--- config.mk ---
export PLATFORM = sky130hd
export DESIGN_NAME = fetch_top
export DESIGN_NICKNAME = d
export VERILOG_FILES = /design/src/verilog/fetch_pkg.sv /design/src/verilog/fetch_mem_port.sv /design/src/verilog/fetch_fifo.sv /design/src/verilog/instr_aligner.sv /design/src/verilog/fetch_top.sv
export SDC_FILE = /design/constraint.sdc
export NUM_CORES = 1
export LEC_CHECK = 0
export ABC_AREA = 1
export BUFFER_PORTS_ARGS = -buffer_cell sky130_fd_sc_hd__clkbuf_2
export CORE_ASPECT_RATIO = 0.8
export CORE_MARGIN = 4
export CORE_UTILIZATION = 35
export CTS_BUF_LIST = sky130_fd_sc_hd__clkbuf_4 sky130_fd_sc_hd__clkbuf_8 sky130_fd_sc_hd__clkbuf_16
export CTS_CLUSTER_SIZE = 20
export DETAILED_ROUTE_END_ITERATION = 8
export SLEW_MARGIN = 20
export SYNTH_ARGS = -nofsm -noshare
export SYNTH_HDL_FRONTEND = slang
export SYNTH_HIERARCHICAL = 1
export SYNTH_SLANG_ARGS = --single-unit
--- constraint.sdc ---
create_clock -name clk -period 4.3 [get_ports clk]
set_input_delay 0.645 -clock clk [delete_from_list [all_inputs] [get_ports clk]]
set_output_delay 0.645 -clock clk [all_outputs]
set_load 0.02 [all_outputs]
--- src/verilog/fetch_pkg.sv ---
////////////////////
// fetch front end shared types
// fetch words, aligned instructions, aligner states and sizing
////////////////////

package fetch_pkg;

  ////////////////////
  // sizing
  ////////////////////

  // address and memory word width
  localparam int unsigned xlen = 32;
  // prefetch FIFO entries
  localparam int unsigned fifo_depth = 4;

  ////////////////////
  // payloads
  ////////////////////

  // one memory word and the word-aligned address it came from
  typedef struct packed {
    logic [xlen-1:0] data;
    logic [xlen-1:0] addr;
  } fetch_word_t;

  // one instruction toward decode
  // upper half is zero for a compressed instruction
  typedef struct packed {
    logic [31:0]     instr;
    logic            compressed;
    logic [xlen-1:0] pc;
  } instr_t;

  // aligner position relative to the word boundary
  typedef enum logic [2:0] {
    aligned32,
    aligned16,
    misaligned32,
    misaligned16,
    branch_misaligned
  } align_state_e;

endpackage

--- src/verilog/fetch_mem_port.sv ---
////////////////////
// fetch memory port
// four-phase req/ack master, pushes fetched words to the prefetch FIFO
////////////////////

`timescale 1ns/1ps

module fetch_mem_port (
  input  logic                       clk,
  input  logic                       rst_n,
  input  logic                       branch_i,
  input  logic [fetch_pkg::xlen-1:0] branch_addr_i,
  input  logic                       slot_free_i,
  output logic                       mem_req_o,
  output logic [fetch_pkg::xlen-1:0] mem_addr_o,
  input  logic                       mem_ack_i,
  input  logic [fetch_pkg::xlen-1:0] mem_rdata_i,
  output logic                       push_o,
  output fetch_pkg::fetch_word_t     push_data_o
);

  // idle: ack seen low, req may rise
  // req: req high, waiting for ack
  // release: req low, waiting for ack to fall
  typedef enum logic [1:0] {
    port_idle,
    port_req,
    port_release
  } port_state_e;

  port_state_e                 state_q;
  logic [fetch_pkg::xlen-1:0]  fetch_addr_q;
  logic [fetch_pkg::xlen-1:0]  req_addr_q;
  logic                        drop_q;
  logic                        start_req;
  logic                        ack_seen;

  // no new request in a branch cycle, target not loaded yet
  assign start_req = (state_q == port_idle) && slot_free_i && !branch_i;
  // first cycle of ack high
  assign ack_seen  = (state_q == port_req) && mem_ack_i;

  assign mem_req_o  = (state_q == port_req);
  assign mem_addr_o = req_addr_q;

  // stale or branch-cycle responses are completed but never pushed
  assign push_o           = ack_seen && !drop_q && !branch_i;
  assign push_data_o.data = mem_rdata_i;
  assign push_data_o.addr = req_addr_q;

  ////////////////////
  // handshake phases
  ////////////////////

  always_ff @(posedge clk or negedge rst_n) begin
    if (!rst_n) begin
      state_q      <= port_idle;
      drop_q       <= 1'b0;
      fetch_addr_q <= '0;
    end else begin
      case (state_q)
        port_idle: begin
          if (start_req) begin
            state_q <= port_req;
          end
        end
        port_req: begin
          // phase 3, drop req once ack is seen
          if (mem_ack_i) begin
            state_q <= port_release;
          end
        end
        port_release: begin
          // phase 4, wait for return to zero
          if (!mem_ack_i) begin
            state_q <= port_idle;
          end
        end
        default: state_q <= port_idle;
      endcase

      // mark the open transaction stale on a branch
      if (ack_seen) begin
        drop_q <= 1'b0;
      end else if (branch_i && (state_q == port_req)) begin
        drop_q <= 1'b1;
      end

      // next word to fetch, branch wins over the advance
      if (branch_i) begin
        fetch_addr_q <= {branch_addr_i[fetch_pkg::xlen-1:2], 2'b00};
      end else if (push_o) begin
        fetch_addr_q <= fetch_addr_q + 4;
      end
    end
  end

  // address held stable while req is high
  always_ff @(posedge clk) begin
    if (start_req) begin
      req_addr_q <= fetch_addr_q;
    end
  end

  // req only falls after the memory has acknowledged
  a_req_until_ack: assert property (@(posedge clk) disable iff (!rst_n)
    $fell(mem_req_o) |-> $past(mem_ack_i));

endmodule

--- src/verilog/fetch_fifo.sv ---
////////////////////
// prefetch FIFO
// circular buffer for any packed payload, single cycle flush
////////////////////

`timescale 1ns/1ps

module fetch_fifo #(
  parameter type         payload_t = logic [fetch_pkg::xlen-1:0],
  parameter int unsigned depth     = fetch_pkg::fifo_depth
) (
  input  logic     clk,
  input  logic     rst_n,
  input  logic     flush_i,
  input  logic     push_i,
  input  payload_t push_data_i,
  input  logic     pop_i,
  output payload_t head_o,
  output logic     not_empty_o,
  output logic     slot_free_o
);

  typedef logic [$clog2(depth)-1:0]   ptr_t;
  typedef logic [$clog2(depth+1)-1:0] count_t;

  payload_t mem_q [depth];
  ptr_t     wr_ptr_q;
  ptr_t     rd_ptr_q;
  count_t   count_q;
  logic     do_push;
  logic     do_pop;

  // flush discards anything arriving in the same cycle
  assign do_push = push_i && !flush_i;
  assign do_pop  = pop_i && !flush_i;

  assign head_o      = mem_q[rd_ptr_q];
  assign not_empty_o = (count_q != '0);
  // keep one slot back for the response still in flight
  assign slot_free_o = (count_q < count_t'(depth - 1));

  ////////////////////
  // pointers and count
  ////////////////////

  always_ff @(posedge clk or negedge rst_n) begin
    if (!rst_n) begin
      wr_ptr_q <= '0;
      rd_ptr_q <= '0;
      count_q  <= '0;
    end else if (flush_i) begin
      wr_ptr_q <= '0;
      rd_ptr_q <= '0;
      count_q  <= '0;
    end else begin
      if (do_push) begin
        wr_ptr_q <= (wr_ptr_q == ptr_t'(depth - 1)) ? '0 : wr_ptr_q + 1'b1;
      end
      if (do_pop) begin
        rd_ptr_q <= (rd_ptr_q == ptr_t'(depth - 1)) ? '0 : rd_ptr_q + 1'b1;
      end
      // simultaneous push and pop leaves the count alone
      if (do_push && !do_pop) begin
        count_q <= count_q + 1'b1;
      end else if (do_pop && !do_push) begin
        count_q <= count_q - 1'b1;
      end
    end
  end

  // storage
  always_ff @(posedge clk) begin
    if (do_push) begin
      mem_q[wr_ptr_q] <= push_data_i;
    end
  end

  // the port's slot reservation must keep the buffer from overflowing
  a_no_overflow: assert property (@(posedge clk) disable iff (!rst_n)
    push_i |-> (count_q < count_t'(depth)));
  // the aligner only pops a word it has been shown
  a_no_underflow: assert property (@(posedge clk) disable iff (!rst_n)
    pop_i |-> (count_q != '0));

endmodule

--- src/verilog/instr_aligner.sv ---
////////////////////
// instruction aligner
// splits fetch words into 32-bit and compressed instructions with their pc
////////////////////

`timescale 1ns/1ps

module instr_aligner (
  input  logic                       clk,
  input  logic                       rst_n,
  input  logic                       branch_i,
  input  logic [fetch_pkg::xlen-1:0] branch_addr_i,
  input  fetch_pkg::fetch_word_t     word_i,
  input  logic                       word_valid_i,
  output logic                       pop_o,
  output logic                       instr_valid_o,
  output fetch_pkg::instr_t          instr_o,
  input  logic                       instr_ready_i
);

  fetch_pkg::align_state_e    state_q;
  fetch_pkg::align_state_e    state_d;
  logic [fetch_pkg::xlen-1:0] pc_q;
  logic [fetch_pkg::xlen-1:0] pc_d;
  logic [fetch_pkg::xlen-1:0] word_pc;
  // upper halfword of the last consumed word
  logic [15:0]                held_q;
  logic [15:0]                lo_half;
  logic [15:0]                hi_half;
  logic                       offer;
  logic                       use_word;
  logic                       load_held;
  logic                       skip;
  logic                       step;

  assign lo_half = word_i.data[15:0];
  assign hi_half = word_i.data[31:16];

  ////////////////////
  // next state and output
  ////////////////////

  always_comb begin
    state_d            = state_q;
    pc_d               = pc_q;
    offer              = 1'b0;
    use_word           = 1'b0;
    load_held          = 1'b0;
    skip               = 1'b0;
    instr_o.instr      = word_i.data;
    instr_o.compressed = 1'b0;
    instr_o.pc         = pc_q;

    case (state_q)
      fetch_pkg::aligned32: begin
        // instruction starts at the low half of the head word
        offer    = word_valid_i;
        use_word = 1'b1;
        if (lo_half[1:0] == 2'b11) begin
          pc_d = pc_q + 4;
        end else begin
          // compressed, keep the upper half for later
          instr_o.instr      = {16'b0, lo_half};
          instr_o.compressed = 1'b1;
          pc_d               = pc_q + 2;
          load_held          = 1'b1;
          state_d            = (hi_half[1:0] == 2'b11) ? fetch_pkg::aligned16
                                                       : fetch_pkg::misaligned16;
        end
      end

      fetch_pkg::aligned16, fetch_pkg::misaligned32: begin
        // held half opens a 32-bit instruction across the word boundary
        // both states wait for the next word
        offer         = word_valid_i;
        use_word      = 1'b1;
        instr_o.instr = {lo_half, held_q};
        pc_d          = pc_q + 4;
        load_held     = 1'b1;
        state_d       = (hi_half[1:0] == 2'b11) ? fetch_pkg::misaligned32
                                                : fetch_pkg::misaligned16;
      end

      fetch_pkg::misaligned16: begin
        // held compressed instruction, no word needed
        offer              = 1'b1;
        instr_o.instr      = {16'b0, held_q};
        instr_o.compressed = 1'b1;
        pc_d               = pc_q + 2;
        state_d            = fetch_pkg::aligned32;
      end

      fetch_pkg::branch_misaligned: begin
        // target is the upper half, the low half is thrown away
        use_word = 1'b1;
        if (hi_half[1:0] == 2'b11) begin
          // only half of the instruction here, hold it and wait
          skip      = word_valid_i;
          load_held = 1'b1;
          state_d   = fetch_pkg::misaligned32;
        end else begin
          offer              = word_valid_i;
          instr_o.instr      = {16'b0, hi_half};
          instr_o.compressed = 1'b1;
          pc_d               = pc_q + 2;
          state_d            = fetch_pkg::aligned32;
        end
      end

      default: state_d = fetch_pkg::aligned32;
    endcase
  end

  // branch cycle never offers anything
  assign instr_valid_o = offer && !branch_i;
  // ready low freezes the aligner, skip included
  assign step          = !branch_i && instr_ready_i && (offer || skip);
  assign pop_o         = step && use_word;

  ////////////////////
  // state, pc and held half
  ////////////////////

  always_ff @(posedge clk or negedge rst_n) begin
    if (!rst_n) begin
      state_q <= fetch_pkg::aligned32;
      pc_q    <= '0;
    end else if (branch_i) begin
      state_q <= branch_addr_i[1] ? fetch_pkg::branch_misaligned : fetch_pkg::aligned32;
      pc_q    <= branch_addr_i;
    end else if (step) begin
      state_q <= state_d;
      pc_q    <= pc_d;
    end
  end

  always_ff @(posedge clk) begin
    if (step && load_held) begin
      held_q <= hi_half;
    end
  end

  // address of the word the head should hold
  // pc points at the held half in the crossing and stored states
  assign word_pc = ((state_q == fetch_pkg::aligned32) ||
                    (state_q == fetch_pkg::branch_misaligned)) ? pc_q : pc_q + 2;

  // FIFO flush and dropped response keep the output quiet after a branch
  a_branch_quiet: assert property (@(posedge clk) disable iff (!rst_n)
    branch_i |=> !instr_valid_o);

  // the port delivers words in pc order, stale words never reach the head
  a_word_in_order: assert property (@(posedge clk) disable iff (!rst_n)
    (word_valid_i && !branch_i) |->
      (word_i.addr[fetch_pkg::xlen-1:2] == word_pc[fetch_pkg::xlen-1:2]));

endmodule

--- src/verilog/fetch_top.sv ---
////////////////////
// fetch front end top
// memory port, prefetch FIFO and aligner
////////////////////

`timescale 1ns/1ps

module fetch_top (
  input  logic                       clk,
  input  logic                       rst_n,
  input  logic                       branch_i,
  input  logic [fetch_pkg::xlen-1:0] branch_addr_i,
  output logic                       mem_req_o,
  output logic [fetch_pkg::xlen-1:0] mem_addr_o,
  input  logic                       mem_ack_i,
  input  logic [fetch_pkg::xlen-1:0] mem_rdata_i,
  output logic                       instr_valid_o,
  output fetch_pkg::instr_t          instr_o,
  input  logic                       instr_ready_i
);

  // port to FIFO
  fetch_pkg::fetch_word_t push_data;
  logic                   push;
  logic                   slot_free;
  // FIFO to aligner
  fetch_pkg::fetch_word_t head;
  logic                   not_empty;
  logic                   pop;

  fetch_mem_port port_inst (
    .clk           (clk),
    .rst_n         (rst_n),
    .branch_i      (branch_i),
    .branch_addr_i (branch_addr_i),
    .slot_free_i   (slot_free),
    .mem_req_o     (mem_req_o),
    .mem_addr_o    (mem_addr_o),
    .mem_ack_i     (mem_ack_i),
    .mem_rdata_i   (mem_rdata_i),
    .push_o        (push),
    .push_data_o   (push_data)
  );

  // branch flushes the prefetched words
  fetch_fifo #(
    .payload_t (fetch_pkg::fetch_word_t),
    .depth     (fetch_pkg::fifo_depth)
  ) fifo_inst (
    .clk         (clk),
    .rst_n       (rst_n),
    .flush_i     (branch_i),
    .push_i      (push),
    .push_data_i (push_data),
    .pop_i       (pop),
    .head_o      (head),
    .not_empty_o (not_empty),
    .slot_free_o (slot_free)
  );

  instr_aligner aligner_inst (
    .clk           (clk),
    .rst_n         (rst_n),
    .branch_i      (branch_i),
    .branch_addr_i (branch_addr_i),
    .word_i        (head),
    .word_valid_i  (not_empty),
    .pop_o         (pop),
    .instr_valid_o (instr_valid_o),
    .instr_o       (instr_o),
    .instr_ready_i (instr_ready_i)
  );

endmodule

* Yosys cells after proc, flatten, opt, wreduce, memory -nomap -nowiden
Memory sizes are Yosys's and may differ from the RTL's. Index checks and enable logic that the tools add are counted.
Storage, ports and cells: bits in registers 125, memories kept 1, logic and storage cells 114, memory bits (writable) 256, bits of input ports 69
Memory list:
- fifo_inst.mem_q | words 4, width 64, read ports 1, clocked after Yosys merged registers in 0, write ports 1, RTL line fetch_fifo.sv:26 | payload_t mem_q [depth];
Cells by class: eq/ne operators 15, multiplexer cells 44, magnitude comparators 1, $add $sub $neg 7, reduce and logical (&&, ||, !) cells 36
Operator list (number):
- 32-bit case mux with 4 select lines | 2
- 32-bit two-way mux | 6
- 33-bit two-way mux | 2
- 32-bit by 3-bit adder with 32-bit output, second input constant | 2
- 32-bit by 2-bit adder with 32-bit output, second input constant | 1
- 2-bit two-way mux | 11
- 3-bit two-way mux | 7
- 1-bit logical AND | 15
- 1-bit two-way mux | 11
- 2-bit equality test, second input constant | 5
- 2-bit nonzero test | 5
- 1-bit case mux with 3 select lines | 3
- 3-bit case mux with 3 select lines | 1
- 3-bit by 2-bit equality test with 1-bit output, second input constant | 2
- 3-bit != test, second input constant | 2
- 2-bit case mux with 3 select lines | 1
- 3-bit AND reduction | 2
- 3-bit nonzero test | 2
- 5-bit nonzero test | 1
- 2-bit by 1-bit adder with 2-bit output, second input constant | 2
- 1-bit logical NOT | 4
- 2-bit by 1-bit != test with 1-bit output, second input constant | 2
- 4-bit OR reduction | 1
- 3-bit by 1-bit adder with 3-bit output, second input constant | 1
- other kinds (12) | 12

* Depth between registers and ports, before layout
Gate-level depths: netlist of run 1. An unclocked memory read counts as a cell.
depth in word-level cells 12, mapped depth 23

* Modules after synthesis
Netlist of run 1, hierarchy kept.
Modules (own cells, without submodules):
- fetch_fifo | cells each 687, times used 1, area an instance 10042.1 sq um
- instr_aligner | cells each 763, times used 1, area an instance 4499.3 sq um
- fetch_mem_port | cells each 451, times used 1, area an instance 3742.3 sq um

* Least setup slack after synthesis of run 1
No wires, ideal clock.
kind input to register, start point in mem_ack_i, end point mem fifo_inst/mem_q[0][0] in the netlist's numbering (enable), arrival time 4.066 ns, data required time 3.814 ns, stages 7, library setup time 0.486 ns, buffers on the path 1, setup slack -0.253 ns, cell sequence nand2_2 nor2_4 nand2_4 nor2_8 buf_4 nand2_1 nor2_1
Between the ends: cells in the longest elaborated chain, start to end 6
RTL lines:
- from (decl) | RTL line fetch_top.sv:15 | input logic mem_ack_i,
- 1-bit logical AND | RTL line fetch_mem_port.sv:41 | assign ack_seen = (state_q == port_req) && mem_ack_i;
- 1-bit logical AND (2 in a row) | RTL line fetch_mem_port.sv:47 | assign push_o = ack_seen && !drop_q && !branch_i;
- named net push | RTL line fetch_top.sv:24 | logic push;
- 1-bit logical AND | RTL line fetch_fifo.sv:34 | assign do_push = push_i && !flush_i;
- 1-bit two-way mux | RTL line fetch_fifo.sv:73 | if (do_push) begin
- 1-bit two-way mux (not written as such) | RTL line fetch_fifo.sv:74 | mem_q[wr_ptr_q] <= push_data_i;
- to (decl) | RTL line fetch_fifo.sv:26
The timed path passes the listed nets, and every way through them passes these cells.

==> results of run 1 <==
==> final cells by class <==
cell class | instances | area, sq um | area share [%]
Clock buffer | 35 | 748.2 | 4.889
Clock inverter | 15 | 195.2 | 1.275
Inverter | 146 | 560.5 | 3.663
Multi-Input combinational cell | 1085 | 5137 | 33.57
Sequential cell | 249 | 7106 | 46.43
Tap cell | 487 | 609.3 | 3.981
Timing Repair Buffer | 180 | 948.4 | 6.197
==> routing by layer <==
metal | GRT usage (%) | up-vias | share of wire [%]
li1 | - | 5424 | -
met1 | 26.32 | 5236 | 47
met2 | 27.82 | 405 | 44
met3 | 2.766 | 81 | 6.1
met4 | 6.256 | 0 | 3.4
met5 | 0 | - | 0
==> metrics by stage <==
stage | util, % | std cells
final | 40.96 | 2197
after global routing | 40.96 | 2197
after CTS | 40.91 | 2197
after detailed placement | 38.36 | 2147
after global placement | 38.36 | 2147
after floorplan | - | 1569
==> worst paths after layout <==
| kind | startpoint | cells after the start | endpoint | slack (ps) |
|---|---|---|---|---|
| hold reg to reg | aligner_inst/pc_q[0] | 2 | aligner_inst/pc_q[0] | 490 |
| setup / recovery | fifo_inst/rd_ptr_q[0] | 11 | instr_o[63] | 280 |
| max in group asynchronous | rst_n | 2 | aligner_inst/pc_q[24] | 3310 |
| hold / removal | rst_n | 1 | port_inst/fetch_addr_q[16] | 110 |
| min in group clk | branch_addr_i[0] | 3 | aligner_inst/pc_q[0] | 310 |
| setup reg to reg | fifo_inst/rd_ptr_q[1] | 20 | fifo_inst/count_q[2] | 680 |
==> repair_timing <==
action / 4_1_cts / 5_1_grt
setup endpoints to repair: 14 / 14
buffers inserted: 0 / 0
hold buffers: 0 / 0
resized for setup: 3 / 6
hold endpoints to repair: 0 / 0
==> flip-flops by register name, indices dropped and copies added, names as in the netlist <==
name,flops
aligner_inst/held_q,16
aligner_inst/pc_q,32
aligner_inst/state_q,3
fifo_inst/count_q,3
fifo_inst/mem_q,128
fifo_inst/rd_ptr_q,2
fifo_inst/wr_ptr_q,2
port_inst/drop_q,1
port_inst/fetch_addr_q,30
port_inst/mem_addr_o,30
port_inst/state_q,2
==> where the power goes <==
part | switching (mW) | internal, mW | leakage (nW) | total [mW]
clock network | 1.00 | 1.48 | 0.471 | 2.48
registers | 0.448 | 2.94 | 2.49 | 3.38
logic | 2.22 | 0.918 | 3.49 | 3.13
==> results.py, run 1 <==
metrics = {
    "sta": {
        "slew_headroom_pct": 48.41,
        "maxSlewViolCount": 0,
        "rsz0062_at_grt": "false",
        "whs_ps": 110.2,
        "final-hold-violation-count": 0,
        "tns_ps": 0,
        "setup_ws_ps": 280.4,
        "fin_crit_sh_pct": 93.48,
        "worst_pin_slew_ps": 771.0,
        "fmax_mhz": 248.8,
        "finalSetupViolations": 0,
        "fin_skew_ps": 15.68,
        "fin_crit_ps": 4020,
    },
    "routing": {
        "vias": 11150,
        "drc": 0,
        "wl_per_cell_microns": 17.53,
        "antenna_left": 0,
        "dr.pass1.iters": 5,
        "drt-total-wl_microns": 38510,
        "via_per_inst": 5.073,
        "first_iter_violations": 1204,
    },
    "worst_setup_path": {
        "path_cells": "inv_8, buf_6, nor2_1, o22ai_1, nand2_2, nor2_2, inv_1, nand2_1, inv_1, o22ai_1, clkbuf_2",
        "setup.worst_path.class": "flip-flop to primary output",
        "critical_path.max_fanout": 35,
        "required_ps": 3650,
        "end_kind": "primary output",
        "critPathSlowestCell": "dfrtp_4",
        "cp-start-kind": "flip-flop",
        "cp_slowest_stage_delay_ps": 640,
        "critPathTopFamily": "buffers and inverters",
        "critPathArrivalTime_ps": 3370,
        "cp_num_buf_inv": 5,
    },
    "global_route": {
        "grt_max_degree": 46,
        "grt_pass1_wl_microns": 59330,
        "antenna_found_initial": 0,
        "track_usage_pct": 18.16,
        "grt_pass1_vias": 10400,
        "grt-ovfl-total": 0,
    },
    "clock_network": {
        "clock_latency_ps": 560,
        "path_clk_slew_ps": 60,
        "clockBufferDepth": 3,
        "root_buffer": "clkbuf_16",
        "cts_tree": "done",
        "cts_sinks": 249,
        "cts_buffers": 27,
        "cts_max_level": 1,
    },
    "floorplan": {
        "die_area_sq_um": 41340,
        "num_rows": 63,
        "ioPinCount": 168,
        "core_region_area_sq_um": 37360,
        "die_width_microns": 226.3,
        "initial_core_util_pct": 35.72,
        "die_y_microns": 182.7,
    },
    "final_layout": {
        "drive_above_1_share_pct": 17.13,
        "stdcell_area_sq_um": 15300,
        "fin_nets": 1767,
        "mostFrequentLayoutCell": "nand2_1",
        "syn2layout_area_growth_pct": 14.67,
        "fillCellCount": 3718,
        "diodes": 0,
        "final_cell_mix": "427 x nand2_1, 213 x nor2_1, 174 x edfxtp_1",
    },
    "worst_hold_path": {
        "hold_class": "primary input to async pin",
    },
    "logic_synthesis": {
        "yosys_warnings": 6,
        "synth_area_per_cell_sq_um": 8.512,
        "synthCells": 1568,
        "netlist_area_sq_um": 13350,
    },
    "status": {
        "outcome": "completed",
    },
    "place": {
        "place_area_sq_um": 14330,
        "routabilityCongestion": 0.9299,
        "hpwl_microns": 27880,
        "io_buffers": 165,
        "post-place-ws_ps": 522.6,
    },
    "flow_run": {
        "cap_violations": 0,
    },
    "power": {
        "leakagePower_nw": 6.448,
        "ir_drop_v": 0.0002982,
        "power_density_nw_per_um2": 588.0,
        "power_mw": 8.999,
    },
}
No activity file was read; power rests on OpenSTA's default activity.
==> run 2, diff against run 1 <==
Settings changed: BUFFER_PORTS_ARGS -buffer_cell sky130_fd_sc_hd__clkbuf_2 to -buffer_cell sky130_fd_sc_hd__buf_4.
==> run 2 against run 1 <==
  * Via count fell by 0.28%
  * Sequential power barely moved
  * Core utilization rose by 1.0 points
  * Register-to-register slack improved by 150 ps
  * Combinational power rose by 7.7%
  * First-iteration DRC count fell by 14%
  * Worst setup slack improved by 26 ps
  * Hold slack improved by 79 ps
  * Clock skew rose by 18 ps
  * Maximum frequency rose by 0.64%
  * Critical path type unchanged
==> results.py, run 2 (synthesis gave the netlist of run 1 again) <==
metrics = {
    "flow_run": {
        "cap_violations": 0,
    },
    "worst_setup_path": {
        "cp-start-kind": "flip-flop",
        "critPathTopFamily": "buffers and inverters",
        "end_kind": "primary output",
        "critPathSlowestCell": "dfrtp_2",
        "path_cells": "inv_4, buf_6, nor2_1, o22ai_1, nand2_1, nor2_1, inv_1, nand2_1, inv_1, o22ai_1, buf_4",
        "critical_path.max_fanout": 35,
        "cp_num_buf_inv": 5,
        "critPathArrivalTime_ps": 3350,
        "cp_slowest_stage_delay_ps": 520,
        "setup.worst_path.class": "flip-flop to primary output",
        "required_ps": 3650,
    },
    "final_layout": {
        "final_cell_mix": "428 x nand2_1, 214 x nor2_1, 176 x buf_4",
        "fin_nets": 1765,
        "mostFrequentLayoutCell": "nand2_1",
        "syn2layout_area_growth_pct": 17.54,
        "largest_register": "fifo_inst/mem_q",
        "postLayoutCoreUtil_pct": 41.99,
        "drive_above_1_share_pct": 16.58,
        "layout.cells.non_filler": 2195,
        "reg_top3": "fifo_inst/mem_q (128), aligner_inst/pc_q (32)",
        "largest_reg_flops": 128,
    },
    "sta": {
        "slew_headroom_pct": 27.85,
        "setup_ws_ps": 306.2,
        "whs_ps": 189.0,
        "fin_crit_sh_pct": 92.88,
        "finalSetupViolations": 0,
        "fin_crit_ps": 3994,
        "tns_ps": 0,
        "maxSlewViolCount": 0,
        "final-hold-violation-count": 0,
        "rsz0062_at_grt": "false",
        "fmax_mhz": 250.4,
        "fin_skew_ps": 33.26,
        "worst_pin_slew_ps": 1081,
    },
    "global_route": {
        "grt_pass1_vias": 10030,
        "antenna_found_initial": 1,
        "grt_max_degree": 58,
        "grt-ovfl-total": 0,
        "grt_pass1_wl_microns": 58670,
        "track_usage_pct": 18.02,
    },
    "power": {
        "p_sw_share_pct": 39.67,
        "seq_power_share_pct": 36.7,
        "combPwrFrac_pct": 36.5,
        "internal_power_mw": 5.575,
        "clock_power_share_pct": 26.8,
        "power_density_nw_per_um2": 589.0,
        "leakagePower_nw": 6.531,
        "ir_drop_v": 0.0003027,
        "power.switching_mw": 3.665,
    },
    "clock_network": {
        "path_clk_slew_ps": 60,
        "cts_setup_buffers": 0,
        "cts_max_level": 1,
        "cts_sinks": 249,
        "clock_latency_ps": 560,
        "root_buffer": "clkbuf_16",
        "cts_tree": "done",
        "clockBufferDepth": 3,
        "cts_buffers": 27,
    },
    "routing": {
        "wl_per_cell_microns": 17.50,
        "drc": 0,
        "first_iter_violations": 1033,
        "via_per_inst": 5.064,
        "dr.pass1.iters": 5,
        "drt-total-wl_microns": 38410,
        "antenna_left": 0,
        "vias": 11120,
    },
    "place": {
        "io_buffers": 165,
        "hpwl_microns": 28210,
        "post-place-ws_ps": 816.1,
        "routabilityCongestion": 0.9332,
        "dp.cells": 2145,
    },
    "floorplan": {
        "die_y_microns": 182.7,
        "core_region_area_sq_um": 37360,
        "initial_core_util_pct": 35.72,
        "die_area_sq_um": 41340,
        "num_rows": 63,
        "ioPinCount": 168,
        "die_width_microns": 226.3,
    },
    "worst_hold_path": {
        "hold_class": "primary input to async pin",
    },
    "status": {
        "outcome": "completed",
    },
}
## run 2: path summary, 6_finish.rpt
kind	from	endpoint	slack, ps	depth (start not counted)
worst max-delay path	fifo_inst/rd_ptr_q[0]	instr_o[55]	310	11
worst min-delay path	rst_n	port_inst/fetch_addr_q[28]	190	1
worst max register to register	fifo_inst/rd_ptr_q[0]	fifo_inst/count_q[2]	830	20
worst min register to register	aligner_inst/pc_q[0]	aligner_inst/pc_q[0]	490	2
max in group asynchronous	rst_n	aligner_inst/pc_q[4]	3310	2
min in group clk	mem_rdata_i[25]	fifo_inst/mem_q[3][57]	280	1
## run 2: cell type report
class                   count  area, sq um
fillers                  3672        21680
flip-flops and latches    249         7103
multi-input cells        1085         5132
repair buffers            178         1344
clock buffers              30        710.7
well taps                 487        609.3
inverters                 146        553.0
clock inverters            19        232.7
diodes                      1        2.502
## run 2: routing by layer
metal | track usage [%] | up-vias | part of all wire, %
met5 | 0 | - | 0
met1 | 26.36 | 5228 | 47
met2 | 27.54 | 385 | 44
li1 | - | 5419 | -
met4 | 5.599 | 0 | 3.2
met3 | 2.911 | 83 | 6.2
## run 2: what timing repair did
item                                    4_1_cts  5_1_grt
hold buffers                                  0        0
gates resized for setup                       0        3
endpoints found under the setup margin        0       14
## run 2: power groups by stage
stage               Sequential, mW  Clock [mW]  Combinational [mW]
floorplan                     3.50           0                2.00
global placement              3.41           0                3.33
detailed placement            3.43           0                3.36
CTS                           3.38        2.53                3.37
global route                  3.43        2.63                3.72
finish                        3.39        2.48                3.37
## run 2: per-stage QoR
step	instance area (sq um)	total power, mW
after floorplan	13350	5.498
after global placement	14730	6.738
after detailed placement	14730	6.786
after CTS	15670	9.279
after global routing	15690	9.783
final	15690	9.241
==> run 3, diff against run 2 <==
Settings changed: CORE_MARGIN 4 to 8, GPL_ROUTABILITY_DRIVEN from default to 0.
==> run 3 against run 2 <==
  * Sequential share of layout area about the same
  * Global-route usage shrank 0.83 points
  * Die area increased by 8.1%
  * Flip-flop and latch count did not move
  * Combinational power rose by 1%
  * Design area is essentially flat
  * Worst setup slack lost 93 ps
  * Register-to-register slack worse by 60 ps
  * Wire length grew 3.5%
  * Largest power group is now combinational logic
  * Clock skew is 15 ps lower
  * Via count is 0.94% higher
  * Non-clock buffer count is the same
==> results.py, run 3 (synthesis gave the netlist of run 1 again) <==
metrics = {
    "final_layout": {
        "largest_register": "fifo_inst/mem_q",
        "multiInputGateArea_sq_um": 5126,
        "fin_nets": 1766,
        "syn2layout_area_growth_pct": 17.46,
        "seq_area_sq_um": 7103,
        "mostFrequentLayoutCell": "nand2_1",
        "largest_reg_flops": 128,
        "drive_above_1_share_pct": 16.86,
        "stdcell_area_sq_um": 15680,
        "final_cell_mix": "428 x nand2_1, 214 x nor2_1, 178 x buf_4",
        "reg_top3": "fifo_inst/mem_q (128), aligner_inst/pc_q (32)",
        "fillCellCount": 3758,
    },
    "status": {
        "outcome": "completed",
    },
    "sta": {
        "rsz0062_at_grt": "false",
        "fmax_mhz": 244.7,
        "fin_skew_ps": 18.29,
        "final-hold-violation-count": 0,
        "worst_pin_slew_ps": 811.5,
        "tns_ps": 0,
        "fin_crit_ps": 4086,
        "finalSetupViolations": 0,
        "slew_headroom_pct": 45.70,
        "maxSlewViolCount": 0,
        "fin_crit_sh_pct": 95.03,
    },
    "routing": {
        "via_per_inst": 5.090,
        "dr.pass1.iters": 5,
        "first_iter_violations": 891,
        "drc": 0,
        "vias": 11220,
        "antenna_left": 0,
        "wl_per_cell_microns": 18.04,
        "drt-total-wl_microns": 39760,
    },
    "clock_network": {
        "cts_buffers": 28,
        "cts_setup_buffers": 0,
        "cts_max_level": 1,
        "clock_latency_ps": 560,
        "clockBufferDepth": 3,
        "root_buffer": "clkbuf_16",
        "cts_hold_buf": 0,
        "ctsResizeCount": 0,
        "cts_sinks": 249,
        "cts_tree": "done",
        "path_clk_slew_ps": 60,
    },
    "worst_setup_path": {
        "setup.worst_path.class": "flip-flop to primary output",
        "critPathArrivalTime_ps": 3440,
        "required_ps": 3650,
        "cp-start-kind": "flip-flop",
        "end_kind": "primary output",
        "critical_path.max_fanout": 18,
    },
    "global_route": {
        "grt-ovfl-total": 0,
        "grt_pass1_vias": 10690,
        "grt_pass1_wl_microns": 60540,
        "track_usage_pct": 17.20,
        "grt_max_degree": 56,
        "antenna_found_initial": 1,
    },
    "floorplan": {
        "initial_core_util_pct": 35.16,
        "die_width_microns": 234.3,
        "core_region_area_sq_um": 37960,
        "ioPinCount": 168,
        "die_y_microns": 190.7,
        "die_area_sq_um": 44680,
        "num_rows": 64,
    },
    "power": {
        "leakagePower_nw": 6.525,
        "power_mw": 9.222,
        "ir_drop_v": 0.0002998,
        "power_density_nw_per_um2": 588.2,
    },
    "place": {
        "io_buffers": 165,
        "place_area_sq_um": 14740,
        "hpwl_microns": 28320,
    },
    "flow_run": {
        "cap_violations": 0,
    },
    "worst_hold_path": {
        "hold_class": "primary input to async pin",
    },
}
==> run 3: cell count changes in the layout (fill, tap and decap cells not counted), moves of 3 or more <==
cell / change
inv_6: -4
clkinv_2: +3
clkinv_1: -4
clkbuf_4: +3
==> run 3: stage by stage <==
| stage | worst slack [ps] | hold WS [ps] | utilization, % | instances |
|---|---|---|---|---|
| after detailed placement | 832.5 | 495.6 | 38.83 | 2153 |
| after global routing | 26.39 | 197.4 | 41.30 | 2204 |
| final | 213.5 | 151.6 | 41.30 | 2204 |
| after CTS | 224.0 | 168.5 | 41.30 | 2203 |
| after floorplan | 1133 | 349.4 | - | 1569 |
| after global placement | 953.4 | 479.1 | 38.83 | 2153 |
==> run 3: cell type report <==
type                            instances  area share, %
Antenna cell                            1        0.01596
Clock buffer                           34          4.836
Clock inverter                         16          1.141
Inverter                              146          3.528
Multi-Input combinational cell       1085          32.70
Sequential cell                       249          45.31
Tap cell                              495          3.951
Timing Repair Buffer                  178          8.524
==> run 3: final timing paths <==
check,start,end,slack (ps),depth (start not counted)
min in group clk,mem_rdata_i[15],fifo_inst/mem_q[3][47],280,1
min,rst_n,port_inst/fetch_addr_q[28],150,1
min reg2reg,fifo_inst/count_q[0],fifo_inst/count_q[0],510,1
max reg2reg,fifo_inst/rd_ptr_q[0],fifo_inst/count_q[2],770,20
max,fifo_inst/rd_ptr_q[1],instr_o[59],210,11
max in group asynchronous,rst_n,aligner_inst/pc_q[14],3330,2
==> run 3: worst max-delay path: stages (launching register included) <==
cell and delay [ps]:
dfrtp_1 390, inv_2 300, buf_4 370, o21ai_2 100, o22ai_1 340, nand2_1 290
nor2_1 300, inv_1 70, nand2_1 110, inv_1 210, o22ai_1 210, buf_4 190
==> run 3: routing by layer <==
| metal | vias up | GRT usage (%) | part of all wire (%) |
|---|---|---|---|
| li1 | 5408 | - | - |
| met1 | 5344 | 23.53 | 46 |
| met2 | 390 | 27.12 | 45 |
| met3 | 77 | 3.465 | 6.7 |
| met4 | 0 | 5.525 | 2.9 |
| met5 | - | 0 | 0 |
==> run 3: report_power, final <==
part / total (mW) / internal, mW / leakage (nW) / switching, mW
clock: 2.44 / 1.44 / 0.458 / 1.00
combinational: 3.41 / 1.15 / 3.58 / 2.27
sequential: 3.37 / 2.94 / 2.49 / 0.436
total: 9.22 / 5.52 / 6.53 / 3.70
